==> config.mk <==
export PLATFORM = sky130hd
export DESIGN_NAME = inputRouter
export DESIGN_NICKNAME = d
export VERILOG_FILES = /design/src/cnnPkg.sv /design/src/inputRouter.sv
export SDC_FILE = /design/constraint.sdc
export NUM_CORES = 1
export LEC_CHECK = 0
export ABC_CLOCK_PERIOD_IN_PS = 800
export BUFFER_PORTS_ARGS = -buffer_cell sky130_fd_sc_hd__clkbuf_2
export CORE_MARGIN = 2
export CORE_UTILIZATION = 44
export DETAILED_ROUTE_END_ITERATION = 10
export MAX_ROUTING_LAYER = met4
export PLACE_DENSITY = 0.81
export SKIP_CTS_REPAIR_TIMING = 1
export SYNTH_ARGS = -nofsm -noshare
export SYNTH_HDL_FRONTEND = slang
export SYNTH_SLANG_ARGS = --single-unit
==> constraint.sdc <==
create_clock -name iClk -period 0.8 [get_ports iClk]
set_input_delay 0.04 -clock iClk [delete_from_list [all_inputs] [get_ports iClk]]
set_output_delay 0.04 -clock iClk [all_outputs]
set_load 0.01 [all_outputs]
==> src/cnnPkg.sv <==
`default_nettype none

package cnnPkg;

  // The five routing patterns are only defined for three block rows.
  localparam int blockNum = 3;

  // Largest array count the configuration word can describe.
  localparam int maxArrayNum = 8;

  typedef logic signed [7:0] dataT;

  typedef logic signed [7:0] weightT;

  typedef logic signed [23:0] accT;

  typedef logic [4:0] shiftT;

  // Each pattern names what block rows 2, 1 and 0 of an array receive.
  // d1 is the array's own feature byte, d2 is the shared one.
  //   pat1: d2 d2 d1
  //   pat2: d2 d1 d1
  //   pat3: d1 d1 d1
  //   pat4: d1 d1 d2
  //   pat5: d1 d2 d2
  // Codes 5 to 7 route zero to every row.
  typedef enum logic [2:0] {
    pat1 = 3'd0,
    pat2 = 3'd1,
    pat3 = 3'd2,
    pat4 = 3'd3,
    pat5 = 3'd4
  } patternE;

  // Per-cycle controls shared by every PE in the cube.
  typedef struct packed {
    logic clearAcc;
    logic macEn;
    logic dump;
  } peCtrlT;

  // Static configuration, held constant for the length of a window.
  // Bit i of passLeft makes array i read array i+1's previous tap.
  // Bits at or above arrayNum-1 are ignored.
  typedef struct packed {
    shiftT                    outShift;
    logic [maxArrayNum-2:0]   passLeft;
  } cubeCfgT;

endpackage

`default_nettype wire

==> src/inputRouter.sv <==
`timescale 1ns/1ps
`default_nettype none

module inputRouter
  import cnnPkg::*;
#(
  parameter int arrayNum = 3
) (
  input  wire          iClk,
  input  wire          rstN,
  input  wire dataT    data1 [arrayNum],
  input  wire dataT    data2,
  input  wire patternE pattern [arrayNum],
  output dataT         routed [arrayNum][blockNum]
);

dataT routedNext [arrayNum][blockNum];

always_comb begin
  for (int a = 0; a < arrayNum; a++) begin
    case (pattern[a])
      pat1: begin
        routedNext[a][2] = data2;
        routedNext[a][1] = data2;
        routedNext[a][0] = data1[a];
      end
      pat2: begin
        routedNext[a][2] = data2;
        routedNext[a][1] = data1[a];
        routedNext[a][0] = data1[a];
      end
      pat3: begin
        routedNext[a][2] = data1[a];
        routedNext[a][1] = data1[a];
        routedNext[a][0] = data1[a];
      end
      pat4: begin
        routedNext[a][2] = data1[a];
        routedNext[a][1] = data1[a];
        routedNext[a][0] = data2;
      end
      pat5: begin
        routedNext[a][2] = data1[a];
        routedNext[a][1] = data2;
        routedNext[a][0] = data2;
      end
      default: begin
        routedNext[a][2] = '0;
        routedNext[a][1] = '0;
        routedNext[a][0] = '0;
      end
    endcase
  end
end

// One register stage so the grid lines up with the controller output.
always_ff @(posedge iClk or negedge rstN) begin
  if (!rstN) begin
    routed <= '{default: '0};
  end else begin
    routed <= routedNext;
  end
end

endmodule

`default_nettype wire

* Yosys cells after proc, flatten, opt, wreduce, memory -nomap -nowiden *
Cells that the tools add are included.

word-level totals
  output and inout port bits = 72
  bits in registers = 72

operators by class
  mux-type cells = 3
  eq/ne operators = 12
  reduce and logical (&&, ||, !) cells = 3

operators by type and width
  cell                  number
  $pmux W24 S5          3
  $eq A3 B2 Y1 const B  6
  $eq A3 B1 Y1 const B  3
  $eq A3 B3 Y1 const B  3
  $logic_not A3 Y1      3

* Longest topological paths before layout *
  depth after elaboration = 2
  gate-level depth with buffers = 5
  depth with buffers taken out = 3

* Worst setup path before layout *
No wires, ideal clock.

  path kind = input to register
  from = in pattern[1] in the netlist's numbering
  to = reg routed[22] in the netlist's numbering
  data required time = 0.679 ns
  setup slack = -0.095 ns
  arrival = 0.775 ns
  stages on the path = 3
  cell sequence = buf_2 -> mux2_2 -> a22o_1

RTL lines
  element               RTL line           text
  from (decl)           inputRouter.sv:13  input wire patternE pattern [arrayNum],
  to (signal assigned)  inputRouter.sv:61  routed <= routedNext;
  to (decl)             inputRouter.sv:14  output dataT routed [arrayNum][blockNum]

* Worst setup path in the final report *
  from = reg routed[27] in the netlist's numbering
  to = out routed[27] in the netlist's numbering

No word-level cell between the ends.

==> flow_summary.ini <==
[status]
status = complete, but fails checks
violations = negative hold slack, negative setup slack

[die]
core.rowCount = 30
coreArea_mm2 = 0.00668
start_util = 0.448
pin_count = 115
die_y_um = 86.5
die-area_mm2 = 0.00748
fp.dieW_um = 86.5

[final_layout]
antenna_cells = 0
final_cells = 521
largest_register_ff_count = 72
top_register = routed
drive_gt1_frac = 0.392
fin_nets = 479
top_regs = routed (72)
post-route-util = 0.643
mostFrequentLayoutCell = clkbuf_2
final_cell_mix = clkbuf_2 (112), dfrtp_1 (72), nand2_1 (40), buf_4 (35), o21ai_0 (31)
fillCellCount = 527
area_growth_pct = 43.5

[logic_synthesis]
synth_area_mm2 = 0.00299
synth_top_area_cell = dfrtp_1
yosys_warnings = 0
synth_top_area_frac = 0.602
syn_nets = 319
async_reset_ff_frac = 1.00
syn_avg_cell_area_um2 = 10.8
synth-seq-cells = 72
synth_edf_count = 0
synthFlopType = dfrtp_1
ys_seq_area_frac = 0.602
synth_area_leaders = dfrtp_1 (60%), a221oi_1 (7.0%), o21ai_0 (5.2%)
yosysUniqueCellTypes = 22
syn-instance-count = 276

[timing]
fin_ws_ns = -0.111
grt_setup_unrepaired = yes
finalSetupViolCount = 73
finalHoldViolations = 8
finalCriticalPeriod_ns = 0.911
hold_slack_ns = -0.0300
slew_violations = 0
relSlewSlack = 0.493
max_freq_ghz = 1.10
period_share = 1.14
tightestPinTransition_ns = 0.761

[placement]
place_inst = 481
place.gp.congestion = 0.913
dpl.hpwl_um = 5740
numPortBuffers = 114

[clock_tree]
cts_root_buffer = clkbuf_8
htreeDepth = 3
cts-buffers-inserted = 9
clkTransAtPathRegs_ns = 0.07
cts_tree = yes
clk_path_buf_depth = 2
clock_sinks = 72

[power_and_ir_drop]
clockPowerShare = 0.324
pwr-share-comb = 0.192
switchingPower_w = 0.00226
p_leak_nw = 2.14
power_density_mw_per_mm2 = 1940
seqPwrFrac = 0.484
p_sw_frac = 0.271
internal_power_w = 0.00608
peakVddDrop_uv = 1050
total_power_w = 0.00833

[detailed_routing]
finalWirelength_um = 8470
drt_iter0_drc = 157
wl_per_cell_um = 16.3
vias = 2913
firstDrtPassIters = 7
vias_per_cell = 5.59
ant_nets = 0
drc = 0

[grt]
grt_max_degree = 43
grt_pass1_vias = 2517
overflow = 0
grt_pass1_wl_um = 12200
grtUsageTotal = 0.223
antenna_found_initial = 0

[critical_path]
crit_type = reg -> out
cp_top_family = flip-flops
cp-start-kind = flip-flop
crit_path_cell_trace = clkbuf_2
arrival_ns = 0.87
endpoint_kind = output pin
worstPathMaxFanout = 1
crit_slowest_cell = dfrtp_1
cpPeakStageDelay_ns = 0.40
cp.required_ns = 0.76
cp_num_buf_inv = 1

[flow_run]
cap_violations = 0

[hold_path]
hold_class = in -> reg
stage by stage:
| step | setup TNS, ns | worst slack (ns) | cell area, um^2 | hold WS, ns |
|---|---|---|---|---|
| final | -5.20 | -0.111 | 4300 | -0.0300 |
| after global routing | -7.35 | -0.145 | 4300 | 0.000790 |
| after floorplan | -1.20 | -0.0743 | 3030 | -0.256 |
| after global placement | -6.71 | -0.208 | 3870 | 0.0373 |
| after detailed placement | -8.77 | -0.229 | 3870 | 0.0418 |
| after CTS | -6.14 | -0.123 | 4050 | -0.328 |
logic make-up after synthesis:
| logic type | Yosys count | share of synthesized area |
|---|---|---|
| AO/OA/AOI/OAI | 112 | 0.253 |
| buffers and inverters | 29 | 0.0464 |
| flip-flops | 72 | 0.602 |
| multiplexers | 2 | 0.00752 |
| AND/OR/NAND/NOR | 61 | 0.0915 |
final cells by class:
cell class	count	area [um^2]	share of cell area
repair buffers	175	1120	0.261
well taps	80	100	0.0233
flip-flops and latches	72	1800	0.419
clock inverters	4	45.0	0.0105
clock buffers	12	135	0.0315
inverters	3	12.5	0.00291
multi-input cells	175	1080	0.252
power groups by stage:
stage | Clock, W | Combinational [W] | Sequential, W
4_1_cts | 0.00274 | 0.00149 | 0.00403
5_1_grt | 0.00291 | 0.00174 | 0.00406
3_3_place_gp | 0 | 0.00145 | 0.00410
2_1_floorplan | 0 | 0.000556 | 0.00425
3_5_place_dp | 0 | 0.00149 | 0.00410
6_report | 0.00270 | 0.00160 | 0.00403
synth_stat cells (all sizes together) (2+ instances only):
master and count:
nand2 40, nor2 4, a21oi 26, o21ai 31, nor2b 6, nand2b 8, a21boi 7, buf 14
inv 2, a221oi 24, a22o 16, clkbuf 12, dfrtp 72, a32oi 7, mux2 2
path summary, 6_finish.rpt:
check / from / to / slack (ns) / cells after the start
max: routed[27]$_DFF_PN0_ / routed[27] / -0.11 / 1
min: data1[17] / routed[49]$_DFF_PN0_ / -0.03 / 3
max in group asynchronous: rstN / routed[40]$_DFF_PN0_ / 0.20 / 3
min in group asynchronous: rstN / routed[19]$_DFF_PN0_ / 0.22 / 3
routing by layer:
| metal | global-route usage | vias to the layer above | wire length, um |
|---|---|---|---|
| met5 | - | - | 0 |
| met4 | 0.107 | 0 | 200 |
| met3 | 0.0457 | 21 | 593 |
| met2 | 0.345 | 141 | 4220 |
| met1 | 0.282 | 1420 | 3460 |
| li1 | - | 1331 | - |
(Power assumes the default switching activity.)
