[src/cnnPkg.sv]
`default_nettype none

package cnnPkg;

  // The five routing patterns are only defined for three block rows.
  localparam int blockNum = 3;

  // Largest array count the configuration word can describe.
  localparam int maxArrayNum = 8;

  typedef logic signed [7:0] dataT;

  typedef logic signed [7:0] weightT;

  typedef logic signed [23:0] accT;

  typedef logic [4:0] shiftT;

  // Each pattern names what block rows 2, 1 and 0 of an array receive.
  // d1 is the array's own feature byte, d2 is the shared one.
  //   pat1: d2 d2 d1
  //   pat2: d2 d1 d1
  //   pat3: d1 d1 d1
  //   pat4: d1 d1 d2
  //   pat5: d1 d2 d2
  // Codes 5 to 7 route zero to every row.
  typedef enum logic [2:0] {
    pat1 = 3'd0,
    pat2 = 3'd1,
    pat3 = 3'd2,
    pat4 = 3'd3,
    pat5 = 3'd4
  } patternE;

  // Per-cycle controls shared by every PE in the cube.
  typedef struct packed {
    logic clearAcc;
    logic macEn;
    logic dump;
  } peCtrlT;

  // Static configuration, held constant for the length of a window.
  // Bit i of passLeft makes array i read array i+1's previous tap.
  // Bits at or above arrayNum-1 are ignored.
  typedef struct packed {
    shiftT                    outShift;
    logic [maxArrayNum-2:0]   passLeft;
  } cubeCfgT;

endpackage

`default_nettype wire

[src/accCtrl.sv]
`timescale 1ns/1ps
`default_nettype none

module accCtrl
  import cnnPkg::*;
(
  input  wire       iClk,
  input  wire       rstN,
  input  wire       start,
  input  wire [7:0] tapCount,
  output peCtrlT    peCtrl
);

logic       busy;
logic [7:0] tapsLeft;
// Set alongside macEn when that macEn belongs to the window's last tap.
logic       lastMac;

always_ff @(posedge iClk or negedge rstN) begin
  if (!rstN) begin
    busy     <= 1'b0;
    tapsLeft <= '0;
    lastMac  <= 1'b0;
    peCtrl   <= '0;
  end else begin
    peCtrl.dump <= lastMac;
    if (busy) begin
      // Start is ignored until the running window has seen its last tap.
      peCtrl.clearAcc <= 1'b0;
      peCtrl.macEn    <= 1'b1;
      lastMac         <= (tapsLeft == 8'd1);
      busy            <= (tapsLeft != 8'd1);
      tapsLeft        <= tapsLeft - 8'd1;
    end else if (start && tapCount != 8'd0) begin
      peCtrl.clearAcc <= 1'b1;
      peCtrl.macEn    <= 1'b1;
      lastMac         <= (tapCount == 8'd1);
      busy            <= (tapCount != 8'd1);
      tapsLeft        <= tapCount - 8'd1;
    end else begin
      peCtrl.clearAcc <= 1'b0;
      peCtrl.macEn    <= 1'b0;
      lastMac         <= 1'b0;
    end
  end
end

endmodule

`default_nettype wire

[config.mk]
export PLATFORM = sky130hd
export DESIGN_NAME = accCtrl
export DESIGN_NICKNAME = d
export VERILOG_FILES = /design/src/cnnPkg.sv /design/src/accCtrl.sv
export SDC_FILE = /design/constraint.sdc
export NUM_CORES = 1
export LEC_CHECK = 0
export BUFFER_PORTS_ARGS = -buffer_cell sky130_fd_sc_hd__buf_2
export CORE_UTILIZATION = 40
export CTS_BUF_LIST = sky130_fd_sc_hd__clkbuf_2 sky130_fd_sc_hd__clkbuf_4 sky130_fd_sc_hd__clkbuf_8
export DETAILED_ROUTE_END_ITERATION = 8
export GPL_TIMING_DRIVEN = 1
export SYNTH_ARGS = -nofsm -noshare
export SYNTH_HDL_FRONTEND = slang
export SYNTH_SLANG_ARGS = --single-unit
[constraint.sdc]
create_clock -name iClk -period 4.35 [get_ports iClk]
set_clock_uncertainty 0.15 [all_clocks]
set_input_delay 0 -clock iClk [delete_from_list [all_inputs] [get_ports iClk]]
set_output_delay 0 -clock iClk [all_outputs]
set_load 0.02 [all_outputs]
**After elaboration in Yosys (flattened, before gate mapping)**

Cells that the tools add are included.

- Register bits after elaboration: 13
- Input port bits: 11
- Output and inout bits: 3
- Logic and storage cells: 23

- Add/subtract/negate cells: 2
- Eq/ne operators: 4
- Mux-type cells: 8
- Reduce and logical (&&, ||, !) cells: 3

Operators by type and width:

| operator | number |
|---|---|
| 8-bit by 1-bit equality test with 1-bit output (second input constant) | 2 |
| 8-bit 2-to-1 mux | 2 |
| 8-bit by 1-bit != test with 1-bit output (second input constant) | 2 |
| 8-bit by 1-bit subtractor with 8-bit output (second input constant) | 2 |
| 8-bit nonzero test | 1 |
| 1-bit 2-to-1 mux | 4 |
| 2-bit 2-to-1 mux | 2 |
| 2-bit nonzero test | 1 |
| 1-bit logical AND | 1 |

**Logic depth before layout (Yosys ltp)**

- Depth in word-level cells: 4
- Mapped depth: 6
- Mapped depth without buffers: 6

**Worst setup path before layout**

No wires, ideal clock.

- Path kind: register to register
- Start point: register tapsLeft[4]
- End point: register tapsLeft[7]
- Library setup time: 126 ps
- Data arrival time: 1448 ps
- Required time: 4074 ps
- Slack: 2626 ps
- Cell stages (with the launch flop): 5
- Buffers on the path: 0
- Period minus slack after synthesis: 1724 ps
- Cell sequence: dfrtp_1 > or4_4 > nor4_2 > mux2i_1 > a221o_1

- Longest elaborated chain between the ends: 2

RTL lines:

| element | RTL line | source |
|---|---|---|
| start: declaration | accCtrl.sv:15 | `logic [7:0] tapsLeft;` |
| start signal: assignment | accCtrl.sv:33 | `tapsLeft <= tapsLeft - 8'd1;` |
| start signal: assignment | accCtrl.sv:39 | `tapsLeft <= tapCount - 8'd1;` |
| 8-bit by 1-bit subtractor with 8-bit output | accCtrl.sv:33 |  |
| 8-bit 2-to-1 mux | accCtrl.sv:27 | `if (busy) begin` |

Every way passes these cells.
A chain may end at the register's enable or synchronous reset.

**Final worst setup path**

- Start point: input tapCount[5]
- End point: register tapsLeft[1]

- Longest elaborated chain between the ends: 3

RTL lines:

| element | RTL line | source |
|---|---|---|
| start: declaration | accCtrl.sv:10 | `input wire [7:0] tapCount,` |
| 8-bit nonzero test | accCtrl.sv:34 | `end else if (start && tapCount != 8'd0) begin` |
| 1-bit logical AND | accCtrl.sv:34 |  |
| 2-bit nonzero test (no source line) | - |  |

Every way passes these cells.

==> summary.md <==
| Metric | Value |
|---|---|
| Outcome | completed |
| GPL Wtd Cong | 0.758 |
| Largest cells by area after synthesis | dfrtp_1 38%, ha_1 7.2%, mux2i_1 5.8%, xor2_1 4.1%, nor2_1 3.0% |
| Clock power share | 0.181 |
| Synth top area share | 0.376 |
| Routed Antenna Nets | 0 |
| CTS Root Cell | clkbuf_4 |
| Post-Layout Inst Area | roughly 0.0011 mm² |
| Number of global-route vias before repair | between 600 and 700 |
| Fraction of layout cells with a size suffix above 1 | 0.232 |
| Worst-Margin Slew | roughly 660 ps |
| Origin of the critical flop-to-flop path | tapsLeft[4]$_DFFE_PN0P_ |
| Skew-Pair Late Insertion Delay | between 200 and 300 ps |
| Global-route wire length before repair | slightly below 3 mm |
| Area of the multi-input gates | ~510 µm² |
| I/O pin count | 14 |
| Core box area | 0.00200 mm² |
| Met3 wire len | around 64 µm |
| Initial antenna violation count | 0 |
| HP Start | tapCount[4] |
| Final slew viol count | 0 |
| R2r worst-path depth | 4 |
| Yosys top cell by area | dfrtp_1 |
| Minimum clock period | ~2000 ps |
| Post-synthesis cell area | roughly 860 µm² |
| Vias per std cell | about 5.3 |
| Final setup violation count | 0 |
| Placed cells | ~130 |
| Synth Register Bits | 13 |
| Worst Path Max Fanout | 5 |
| Number of remaining DRC errors | 0 |
| Clock slew at the register clock pins of the worst setup and hold paths | 80 ps |
| Critical path arrival | between 2000 and 2500 ps |
| Routed vias | 740 |
| Worst hold slack | around 16 ps |
| DR WL met2 | 780 µm |
| H-tree Lvls | 1 |
| CTS tree | yes |
| WL final | about 1.7 mm |
| Die Ht | just under 50 µm |
| Post-route setup TNS | 0 ps |
| Die X-Extent | 48.5 µm |
| Synthesized Nets | between 100 and 150 |
| Syn avg cell area | just under 10 µm² |
| Worst r2r dst | tapsLeft[7]$_DFFE_PN0P_ |
| Power share of the combinational group | 0.346 |
| Critical Path Sink Type | flip-flop |
| Max Clk Rate | 506 MHz |
| P_sw | about 0.00016 W |
| Reg power frac | 0.473 |
| WL per Instance | 12.5 µm |
| Util after Layout | 0.533 |
| Fin. Hold Viols | 0 |
| Cell variety after synth | 34 |
| VDD IR-drop max | 0.175 mV |
| Non-Filler Instances | 139 |
| Seq/Total Area, Yosys | 0.376 |
| Reg2Reg Setup Slack | around 2500 ps |
| Nets | about 130 |
| Leak | ~0.49 nW |
| CTS Sinks | 13 |
| P per Cell Area | 420 mW/mm² |
| Worst Hold End | tapsLeft[4]$_DFFE_PN0P_ |
| RSZ-0062 raised after global routing | no |
| Uppermost routed layer | met4 |
| CP required | 4400 ps |
| Grt ovf | 0 |
| Hold depth | 3 |
| 1st-iter DRT viols | 22 |
| Sequential cell area | around 330 µm² |
| Clk buf depth | 2 |
| Max cap viols | 0 |
| DRT Pass-1 Iters | 4 |
| Diodes inserted | 0 |
| Switching share of power | 0.368 |
| Crit share post-route | 0.454 |
| P_int | between 0.0002 and 0.0003 W |
| Wl on met1 | between 800 and 900 µm |
| CTS Buf Count | 3 |
| Row count | 16 |
| Post-Synthesis Cells | between 80 and 90 |
| Critical path class | input port to flip-flop |
| Full die area | around 0.0024 mm² |
| Worst rel slew slack | 0.557 |
| Largest net degree at the start of global routing | 20 |
| HPWL Detailed | 1.28 mm |
| GRT Overall Usage | 0.165 |
| Placed Area | 956 µm² |
| Area growth syn-to-layout | 23.3% |
| Startpoint Class | input port |
| Tightest Hold Check Type | input port to flip-flop |
| Initial Utilization | 0.432 |
| Yosys Warn Count | 0 |
| Port bufs | 13 |
| Fill count | between 150 and 200 |
-- cells in the mapped netlist --
cell type / count
buf_1: 1
nor2_1: 7
nand3_1: 3
mux2_2: 1
a211oi_1: 1
o21ai_4: 1
ha_1: 5
xnor2_1: 1
o31ai_1: 3
nor4b_1: 2
a211o_1: 1
nand2b_1: 2
or4_4: 2
or4_1: 1
mux2i_1: 5
clkbuf_1: 1
xor2_1: 4
inv_2: 1
or3b_2: 1
a21oi_1: 5
nand2_1: 6
a221oi_1: 2
and3_1: 1
nor4_1: 1
o21ai_2: 1
dfrtp_1: 13
inv_1: 5
nor3_1: 3
a311o_1: 1
a221o_1: 1
nor2b_1: 2
o21ai_0: 2
nor4_2: 2
nand3b_1: 1
-- cells by family after synthesis --
family	share of synthesized area
flip-flops	0.376
AO/OA/AOI/OAI	0.158
AND/OR/NAND/NOR	0.237
XOR/XNOR	0.0506
multiplexers	0.0709
adder cells (fa/ha/maj)	0.0724
buffers and inverters	0.0347
-- layout make-up --
type / count / share of cell area
Multi-Input combinational cell: 68 / 0.478
Inverter: 6 / 0.0211
Tap cell: 27 / 0.0317
Timing Repair Buffer: 21 / 0.136
Sequential cell: 13 / 0.305
Clock buffer: 4 / 0.0282
-- how the worst max path moves through the flow --
stage                             from                 endpoint  slack (ps)
4_1_cts                    tapCount[5]  tapsLeft[1]$_DFFE_PN0P_        2390
6_report                   tapCount[5]  tapsLeft[1]$_DFFE_PN0P_        2380
2_1_floorplan  tapsLeft[4]$_DFFE_PN0P_  tapsLeft[7]$_DFFE_PN0P_        2630
3_3_place_gp               tapCount[0]  tapsLeft[1]$_DFFE_PN0P_        2460
5_1_grt                    tapCount[5]  tapsLeft[1]$_DFFE_PN0P_        2290
3_5_place_dp               tapCount[0]  tapsLeft[1]$_DFFE_PN0P_        2460
-- flip-flops by register name, summed over array words and instances, names as in the netlist --
register / count
busy: 1
lastMac: 1
peCtrl: 3
tapsLeft: 8
-- critical path, cell delays in order --
cell and delay, ps:
dlygate4sd3_1 540, buf_2 140, or4_4 570, o21ai_2 280
mux2_2 360, mux2i_1 130
-- layer usage --
metal,vias to the layer above,track usage
met4,0,0.0882
met1,344,0.218
met5,-,0
li1,371,-
met2,21,0.263
met3,4,0.0189
-- cells in the final DEF, fill, tap and decap left out, types with 5 or more instances in the layout --
cell type | Yosys | routed
dlygate4sd3_1 | 0 | 8
nand2_1 | 6 | 6
a21oi_1 | 5 | 5
ha_1 | 5 | 5
nor2_1 | 7 | 7
buf_2 | 0 | 13
mux2i_1 | 5 | 5
inv_1 | 5 | 5
dfrtp_1 | 13 | 13
-- through the flow --
step,power [W],setup WS (ps)
6_report,0.000447,2380
4_1_cts,0.000450,2390
5_1_grt,0.000481,2290
2_1_floorplan,0.000317,2630
3_5_place_dp,0.000364,2460
3_3_place_gp,0.000360,2460
-- power by group through the flow --
stage / clock [W] / combinational [W] / sequential [W]
6_report: 0.0000808 / 0.000155 / 0.000212
5_1_grt: 0.0000862 / 0.000177 / 0.000219
4_1_cts: 0.0000828 / 0.000157 / 0.000211
3_5_place_dp: 0 / 0.000151 / 0.000213
3_3_place_gp: 0 / 0.000147 / 0.000213
2_1_floorplan: 0 / 0.000119 / 0.000199
-- repair_timing --
item,in CTS,in global routing
hold endpoints to repair,19,0
resized for setup,0,0
setup buffers,0,0
hold buffers,8,0
setup endpoints to repair,0,0
No activity file was read; power rests on OpenSTA's default activity.
