===== config.mk =====
export PLATFORM = sky130hd
export DESIGN_NAME = peBlock
export DESIGN_NICKNAME = d
export VERILOG_FILES = /design/src/cnnPkg.sv /design/src/macPe.sv /design/src/peBlock.sv
export SDC_FILE = /design/constraint.sdc
export NUM_CORES = 2
export LEC_CHECK = 0
export ABC_AREA = 1
export BUFFER_PORTS_ARGS = -buffer_cell sky130_fd_sc_hd__buf_2
export CAP_MARGIN = 20
export CORE_MARGIN = 2
export CORE_UTILIZATION = 40
export CTS_CLUSTER_SIZE = 30
export DETAILED_ROUTE_END_ITERATION = 10
export SYNTH_ARGS = -nofsm -noshare
export SYNTH_HDL_FRONTEND = slang
export SYNTH_SLANG_ARGS = --single-unit

===== constraint.sdc =====
create_clock -name iClk -period 12.1 [get_ports iClk]
set_input_delay 1.21 -clock iClk [delete_from_list [all_inputs] [get_ports iClk]]
set_output_delay 1.21 -clock iClk [all_outputs]
set_load 0.005 [all_outputs]

===== src/cnnPkg.sv =====
`default_nettype none

package cnnPkg;

  // The five routing patterns are only defined for three block rows.
  localparam int blockNum = 3;

  // Largest array count the configuration word can describe.
  localparam int maxArrayNum = 8;

  typedef logic signed [7:0] dataT;

  typedef logic signed [7:0] weightT;

  typedef logic signed [23:0] accT;

  typedef logic [4:0] shiftT;

  // Each pattern names what block rows 2, 1 and 0 of an array receive.
  // d1 is the array's own feature byte, d2 is the shared one.
  //   pat1: d2 d2 d1
  //   pat2: d2 d1 d1
  //   pat3: d1 d1 d1
  //   pat4: d1 d1 d2
  //   pat5: d1 d2 d2
  // Codes 5 to 7 route zero to every row.
  typedef enum logic [2:0] {
    pat1 = 3'd0,
    pat2 = 3'd1,
    pat3 = 3'd2,
    pat4 = 3'd3,
    pat5 = 3'd4
  } patternE;

  // Per-cycle controls shared by every PE in the cube.
  typedef struct packed {
    logic clearAcc;
    logic macEn;
    logic dump;
  } peCtrlT;

  // Static configuration, held constant for the length of a window.
  // Bit i of passLeft makes array i read array i+1's previous tap.
  // Bits at or above arrayNum-1 are ignored.
  typedef struct packed {
    shiftT                    outShift;
    logic [maxArrayNum-2:0]   passLeft;
  } cubeCfgT;

endpackage

`default_nettype wire


===== src/macPe.sv =====
`timescale 1ns/1ps
`default_nettype none

module macPe
  import cnnPkg::*;
(
  input  wire         iClk,
  input  wire         rstN,
  input  wire peCtrlT peCtrl,
  input  wire dataT   data,
  input  wire weightT weight,
  input  wire shiftT  outShift,
  output dataT        result,
  output logic        resultValid
);

accT  acc;
accT  product;
accT  shifted;
dataT saturated;

always_comb begin
  product = accT'(data) * accT'(weight);
end

// Arithmetic shift keeps the sign, then clamp to a signed byte.
always_comb begin
  shifted = acc >>> outShift;
  if (shifted > accT'(127)) begin
    saturated = 8'sd127;
  end else if (shifted < accT'(-128)) begin
    saturated = -8'sd128;
  end else begin
    saturated = shifted[7:0];
  end
end

always_ff @(posedge iClk or negedge rstN) begin
  if (!rstN) begin
    acc <= '0;
  end else if (peCtrl.macEn) begin
    // The first tap of a window restarts the sum with its own product.
    acc <= peCtrl.clearAcc ? product : acc + product;
  end
end

always_ff @(posedge iClk or negedge rstN) begin
  if (!rstN) begin
    resultValid <= 1'b0;
  end else begin
    resultValid <= peCtrl.dump;
  end
end

// A new window may load acc in the dump cycle; the old sum is still read here.
always_ff @(posedge iClk) begin
  if (peCtrl.dump) begin
    result <= saturated;
  end
end

endmodule

`default_nettype wire


===== src/peBlock.sv =====
`timescale 1ns/1ps
`default_nettype none

module peBlock
  import cnnPkg::*;
#(
  parameter int arrayNum = 3
) (
  input  wire                              iClk,
  input  wire                              rstN,
  input  wire peCtrlT                      peCtrl,
  input  wire dataT                        routed [arrayNum][blockNum],
  input  wire weightT                      weight,
  input  wire cubeCfgT                     cfg,
  output wire dataT                        result [arrayNum][blockNum],
  output wire [arrayNum-1:0][blockNum-1:0] resultValid
);

// Data each PE multiplies this cycle, and what it used on the previous tap.
dataT peData [arrayNum][blockNum];
dataT prevData [arrayNum][blockNum];

always_comb begin
  for (int a = 0; a < arrayNum - 1; a++) begin
    for (int b = 0; b < blockNum; b++) begin
      if (cfg.passLeft[a]) begin
        // On the first tap of a window the neighbour has nothing yet.
        peData[a][b] = peCtrl.clearAcc ? dataT'(0) : prevData[a+1][b];
      end else begin
        peData[a][b] = routed[a][b];
      end
    end
  end
  for (int b = 0; b < blockNum; b++) begin
    peData[arrayNum-1][b] = routed[arrayNum-1][b];
  end
end

// Holding the used data makes a chain of pass-left arrays a systolic shift.
always_ff @(posedge iClk) begin
  if (peCtrl.macEn) begin
    prevData <= peData;
  end
end

genvar arrIdx, blkIdx;
generate
  for (arrIdx = 0; arrIdx < arrayNum; arrIdx++) begin : gArray
    for (blkIdx = 0; blkIdx < blockNum; blkIdx++) begin : gBlock
      macPe uPe (
        .iClk       (iClk),
        .rstN       (rstN),
        .peCtrl     (peCtrl),
        .data       (peData[arrIdx][blkIdx]),
        .weight     (weight),
        .outShift   (cfg.outShift),
        .result     (result[arrIdx][blkIdx]),
        .resultValid(resultValid[arrIdx][blkIdx])
      );
    end
  end
endgenerate

endmodule

`default_nettype wire


==> After elaboration in Yosys (flattened, before gate mapping) <==
Index checks and enable logic that the tools add are counted.
{ "totals": {"reg_bits": 337, "input_bits": 97, "word_cells": 100} }
{ "classes": {"add_sub_neg": 9, "mul": 9, "n_lt_le_gt_ge": 18, "n_shift": 9, "mux": 30} }
{ "op_table": {"columns": ["cell", "n"], "rows": [
  ["$add 24x24->24", 9],
  ["$gt 24x8->1 const B", 9],
  ["$lt 24x8->1 const B", 9],
  ["$mux 24", 9],
  ["$sshr 24x5->24", 9],
  ["$mux 8", 21],
  ["$mul 8x8->16", 9]
]} }

==> Logic depth before layout (Yosys ltp) <==
{ "depth": {"word_depth": 5, "ltp_mapped": 36, "depth_no_buf": 36} }

==> Modules after synthesis <==
From an unflattened synthesis, not the netlist that was laid out.
{ "hier_totals": {"hier_cells": 9573, "hier_area_um2": 62303.5} }
{ "by_module_without_submodules": {"columns": ["mod", "n_inst", "cells_per_inst", "area_each_um2", "seq_area_each_um2"], "rows": [
  ["macPe (gArray[0].gBlock[0].uPe ...)", 4, 1053, 6663.9, 865.8],
  ["macPe (gArray[2].gBlock[0].uPe ...)", 2, 1038, 6737.7, 865.8],
  ["macPe (gArray[2].gBlock[2].uPe)", 1, 1016, 6653.9, 865.8],
  ["macPe (gArray[1].gBlock[2].uPe)", 1, 1031, 6601.3, 865.8],
  ["macPe (gArray[1].gBlock[1].uPe)", 1, 1028, 6588.8, 865.8],
  ["peBlock", 1, 210, 2328.5, 1441.4]
]} }

==> Worst setup path after synthesis <==
No wires, ideal clock.
{ "synth_timing": {"kind": "input -> register", "start": "in peCtrl[2] in the netlist's numbering", "end": "reg gArray[0].gBlock[2].uPe.acc[23]", "arrival_ns": 7.290, "path_slack_ns": 4.692, "path_stages": 30, "path_buffers": 2, "path_cell_list": "clkbuf_1 -> nor2_1 -> clkbuf_1 -> a21boi_1 -> nor2_1 -> inv_1 -> fa_1 -> inv_1 -> fa_1 -> inv_1 -> fa_1 -> inv_1 -> fa_1 -> ha_1 -> inv_1 -> nor3_1 -> nand3_1 -> nand4_1 -> xnor2_1 -> ha_1 -> a21oi_1 -> inv_1 -> a31oi_1 -> nor2_1 -> nor2_1 -> nand2_1 -> nand2_1 -> nand4_1 -> nand3_1 -> nand2_1"} }
{ "synth_via": {"elab_chain_len": 5} }
{ "synth_lines": {"columns": ["element", "line", "rtl"], "rows": [
  ["from (decl)", "peBlock.sv:11", "input wire peCtrlT peCtrl,"],
  ["$mux 8", "peBlock.sv:28", "peData[a][b] = peCtrl.clearAcc ? dataT'(0) : prevData[a+1][b];"],
  ["$mux 8", "peBlock.sv:26", "if (cfg.passLeft[a]) begin"],
  ["$mul 8x8->16", "macPe.sv:23", "product = accT'(data) * accT'(weight);"],
  ["$add 24x24->24", "macPe.sv:43", "acc <= peCtrl.clearAcc ? product : acc + product;"],
  ["$mux 24 *", "macPe.sv:43", null],
  ["to (signal assigned)", "macPe.sv:43", null],
  ["to (decl)", "macPe.sv:17", "accT acc;"]
]} }
Every way passes the cells marked *; elsewhere a longest branch is shown, timed or not.
A chain may end at the register's enable or synchronous reset.

==> Final worst setup path <==
{ "layout_timing": {"start": "in weight[2]", "end": "reg gArray[0].gBlock[0].uPe.acc[22]"} }
{ "layout_via": {"elab_chain_len": 3} }
{ "layout_lines": {"columns": ["element", "line", "rtl"], "rows": [
  ["from (decl)", "peBlock.sv:13", "input wire weightT weight,"],
  ["$mul 8x8->16 *", "macPe.sv:23", null],
  ["$add 24x24->24", "macPe.sv:43", null],
  ["$mux 24 *", "macPe.sv:43", null],
  ["to (signal assigned)", "macPe.sv:43", null],
  ["to (decl)", "macPe.sv:17", null]
]} }
Marked as above.

==> flow_summary.ini <==
[timing]
rsz0062_at_grt = no
hold_viol_final = 0
relSlewSlack = 0.217
timing.final.crit_share = 0.685
final-setup-viol-count = 0
drv_slew = 0
fmax_mhz = 121
worst_pin_slew_ns = 1.17
fin_skew_ns = 0.0488
period_needed_ns = 8.29
setup-tns-final_ns = 0

[grt]
grt_start_max_net_pins = 148
grt_use_total = 0.254
grt_pass1_vias = 55198
grt-ovfl-total = 0
antenna_found_initial = 7
grt_pass1_wl_um = 311000

[yosys]
seq_area_frac_synth = 0.151
synth_common_cells = nand2_1, inv_1, nor2_1
synth_top_area_share = 0.169
syn-cell-area_sq_mm = 0.0597
syn_nets = 10062
ys_ff_latch = 337
async_reset_ff_frac = 0.644
synth_most_common_cell = nand2_1
yosys_warnings = 0
netlist-cell-type-count = 60
synthCells = 8981
synth_edf_count = 120
synth_top_area_cell = fa_1
ys.flop_type = dfrtp_1
synth_area_leaders = fa_1, nand2_1, ha_1, dfrtp_1, inv_1
syn_avg_cell_area_sq_um = 6.65

[cts]
cts_tree = yes
clk_path_buf_depth = 3
cts.clk_slew.worst_paths_ns = 0.07
cts-buffers-inserted = 49
clk-insertion-delay-late_ns = 0.69
root_buffer = clkbuf_16
post_cts_resized = 0
clock_sinks = 337
cts_max_level = 2
postCtsSetupBuffers = 0
ctsHoldBuffers = 0

[setup_path]
endpoint_kind = register
required_ns = 12.66
crit_path_start_kind = input pin
crit_slowest_cell = fa_1
critPathMaxStageDelay_ns = 0.55
critical_path_arrival_ns = 8.85
crit_fanout = 37
crit_top_cell = nand2_1
critPathKind = in2reg

[floorplanning]
dieWidth_um = 390
die_h_um = 390
core_sq_mm = 0.148
die-area_sq_mm = 0.152
io_pins = 178
rows = 141
initial_core_util = 0.403

[layout]
drive_gt1_frac = 0.0487
nets = 9956
seq_area_sq_mm = 0.00903
n_fill_cell = 15606
area_delta_synth_final_pct = 6.55
multi_input_comb_area_sq_mm = 0.0436

[routing]
wl_um = 195000
via_per_inst = 5.40
vias = 58599
drc = 0
wl_per_cell_um = 18.0
ant_nets = 0
dr.pass1.iters = 7
drtIter0Drc = 5558

[hold_path]
worstHoldPathType = in2async

[placement]
dp_hpwl_um = 149000
gp_congestion = 0.935
io_buffers = 172

[run]
maxCapViolCount = 0

[run_status]
status = completed
[per-layer routing]
metal	part of all wire	vias up	global-route usage	routed length [um]
li1	-	28684	-	-
met5	0.00021	-	0	41
met2	0.40	2092	0.357	77000
met4	0.019	6	0.0484	3710
met3	0.078	189	0.0349	15200
met1	0.51	27628	0.406	98800
[path summary, 6_finish.rpt]
kind,start,endpoint,slack (ns),cells after the start
worst max-delay path,weight[2],gArray[0].gBlock[0].uPe.acc[22],3.81,35
worst min-delay path,rstN,gArray[2].gBlock[1].uPe.acc[8],0.50,1
worst max register to register,prevData[40],gArray[0].gBlock[0].uPe.acc[18],4.88,26
worst min register to register,gArray[1].gBlock[0].uPe.acc[10],gArray[1].gBlock[0].uPe.acc[10],0.54,2
max in group asynchronous,rstN,gArray[0].gBlock[2].uPe.acc[16],10.17,2
min in group iClk,gArray[1].gBlock[0].uPe.acc[10],gArray[1].gBlock[0].uPe.acc[10],0.54,2
[cells in the final DEF, fill, tap and decap left out, drive strengths merged, types with 94 or more instances in the layout]
| master | Yosys | final |
|---|---|---|
| nand2 | 2298 | 2298 |
| inv | 1394 | 1396 |
| nor2 | 886 | 886 |
| nand3 | 869 | 869 |
| fa | 504 | 504 |
| a21oi | 480 | 480 |
| ha | 480 | 480 |
| o21ai | 453 | 453 |
| buf | 179 | 230 |
| dfrtp | 217 | 217 |
| edfxtp | 120 | 120 |
| o211ai | 97 | 97 |
| xor2 | 94 | 94 |
[logic make-up (layout without fill, tap and decap cells)]
| group | Yosys count | count (layout) | synth area share |
|---|---|---|---|
| muxes | 5 | 5 | 0.000839 |
| and+or+nand+nor | 4305 | 4305 | 0.299 |
| adders and majority gates | 984 | 984 | 0.270 |
| xor gates and xnor gates | 179 | 179 | 0.0263 |
| DFF | 337 | 337 | 0.151 |
| other | 0 | 1 | 0 |
| AOI/OAI and AO/OA | 1384 | 1384 | 0.134 |
| buffers and inverters | 1787 | 1721 | 0.118 |
[stage by stage]
stage	std cells	setup WS [ns]	hold WS (ns)	area [sq um]	util
floorplan	8981	4.69	0.477	59700	-
global placement	10754	3.32	0.501	61700	0.417
detailed placement	10754	3.29	0.520	61700	0.417
CTS	10845	3.96	0.493	63600	0.430
global route	10845	3.37	0.524	63600	0.430
finish	10846	3.81	0.500	63600	0.430
[worst max-delay path: cells and delay by family]
kind | cells | cell delay, ns
AOI/OAI and AO/OA | 4 | 0.94
and+or+nand+nor | 15 | 1.78
adders and majority gates | 6 | 2.86
buffers and inverters | 10 | 1.99
[state kept, by name, indices dropped and copies added, names as in the netlist]
name,cells
gArray.gBlock.uPe.acc,216
gArray.gBlock.uPe.result,72
gArray.gBlock.uPe.resultValid,1
prevData,48
[area by class of cell]
type / count / area share
Multi-Input combinational cell: 6857 / 0.686
Inverter: 1399 / 0.0829
Antenna cell: 1 / 0.0000394
Clock inverter: 35 / 0.00901
Tap cell: 1930 / 0.0380
Sequential cell: 337 / 0.142
Clock buffer: 56 / 0.0208
Timing Repair Buffer: 231 / 0.0214
Power is left out: the tool's default activity adds up to more than one toggle a clock period on the data nets, which glitch-free logic cannot reach.
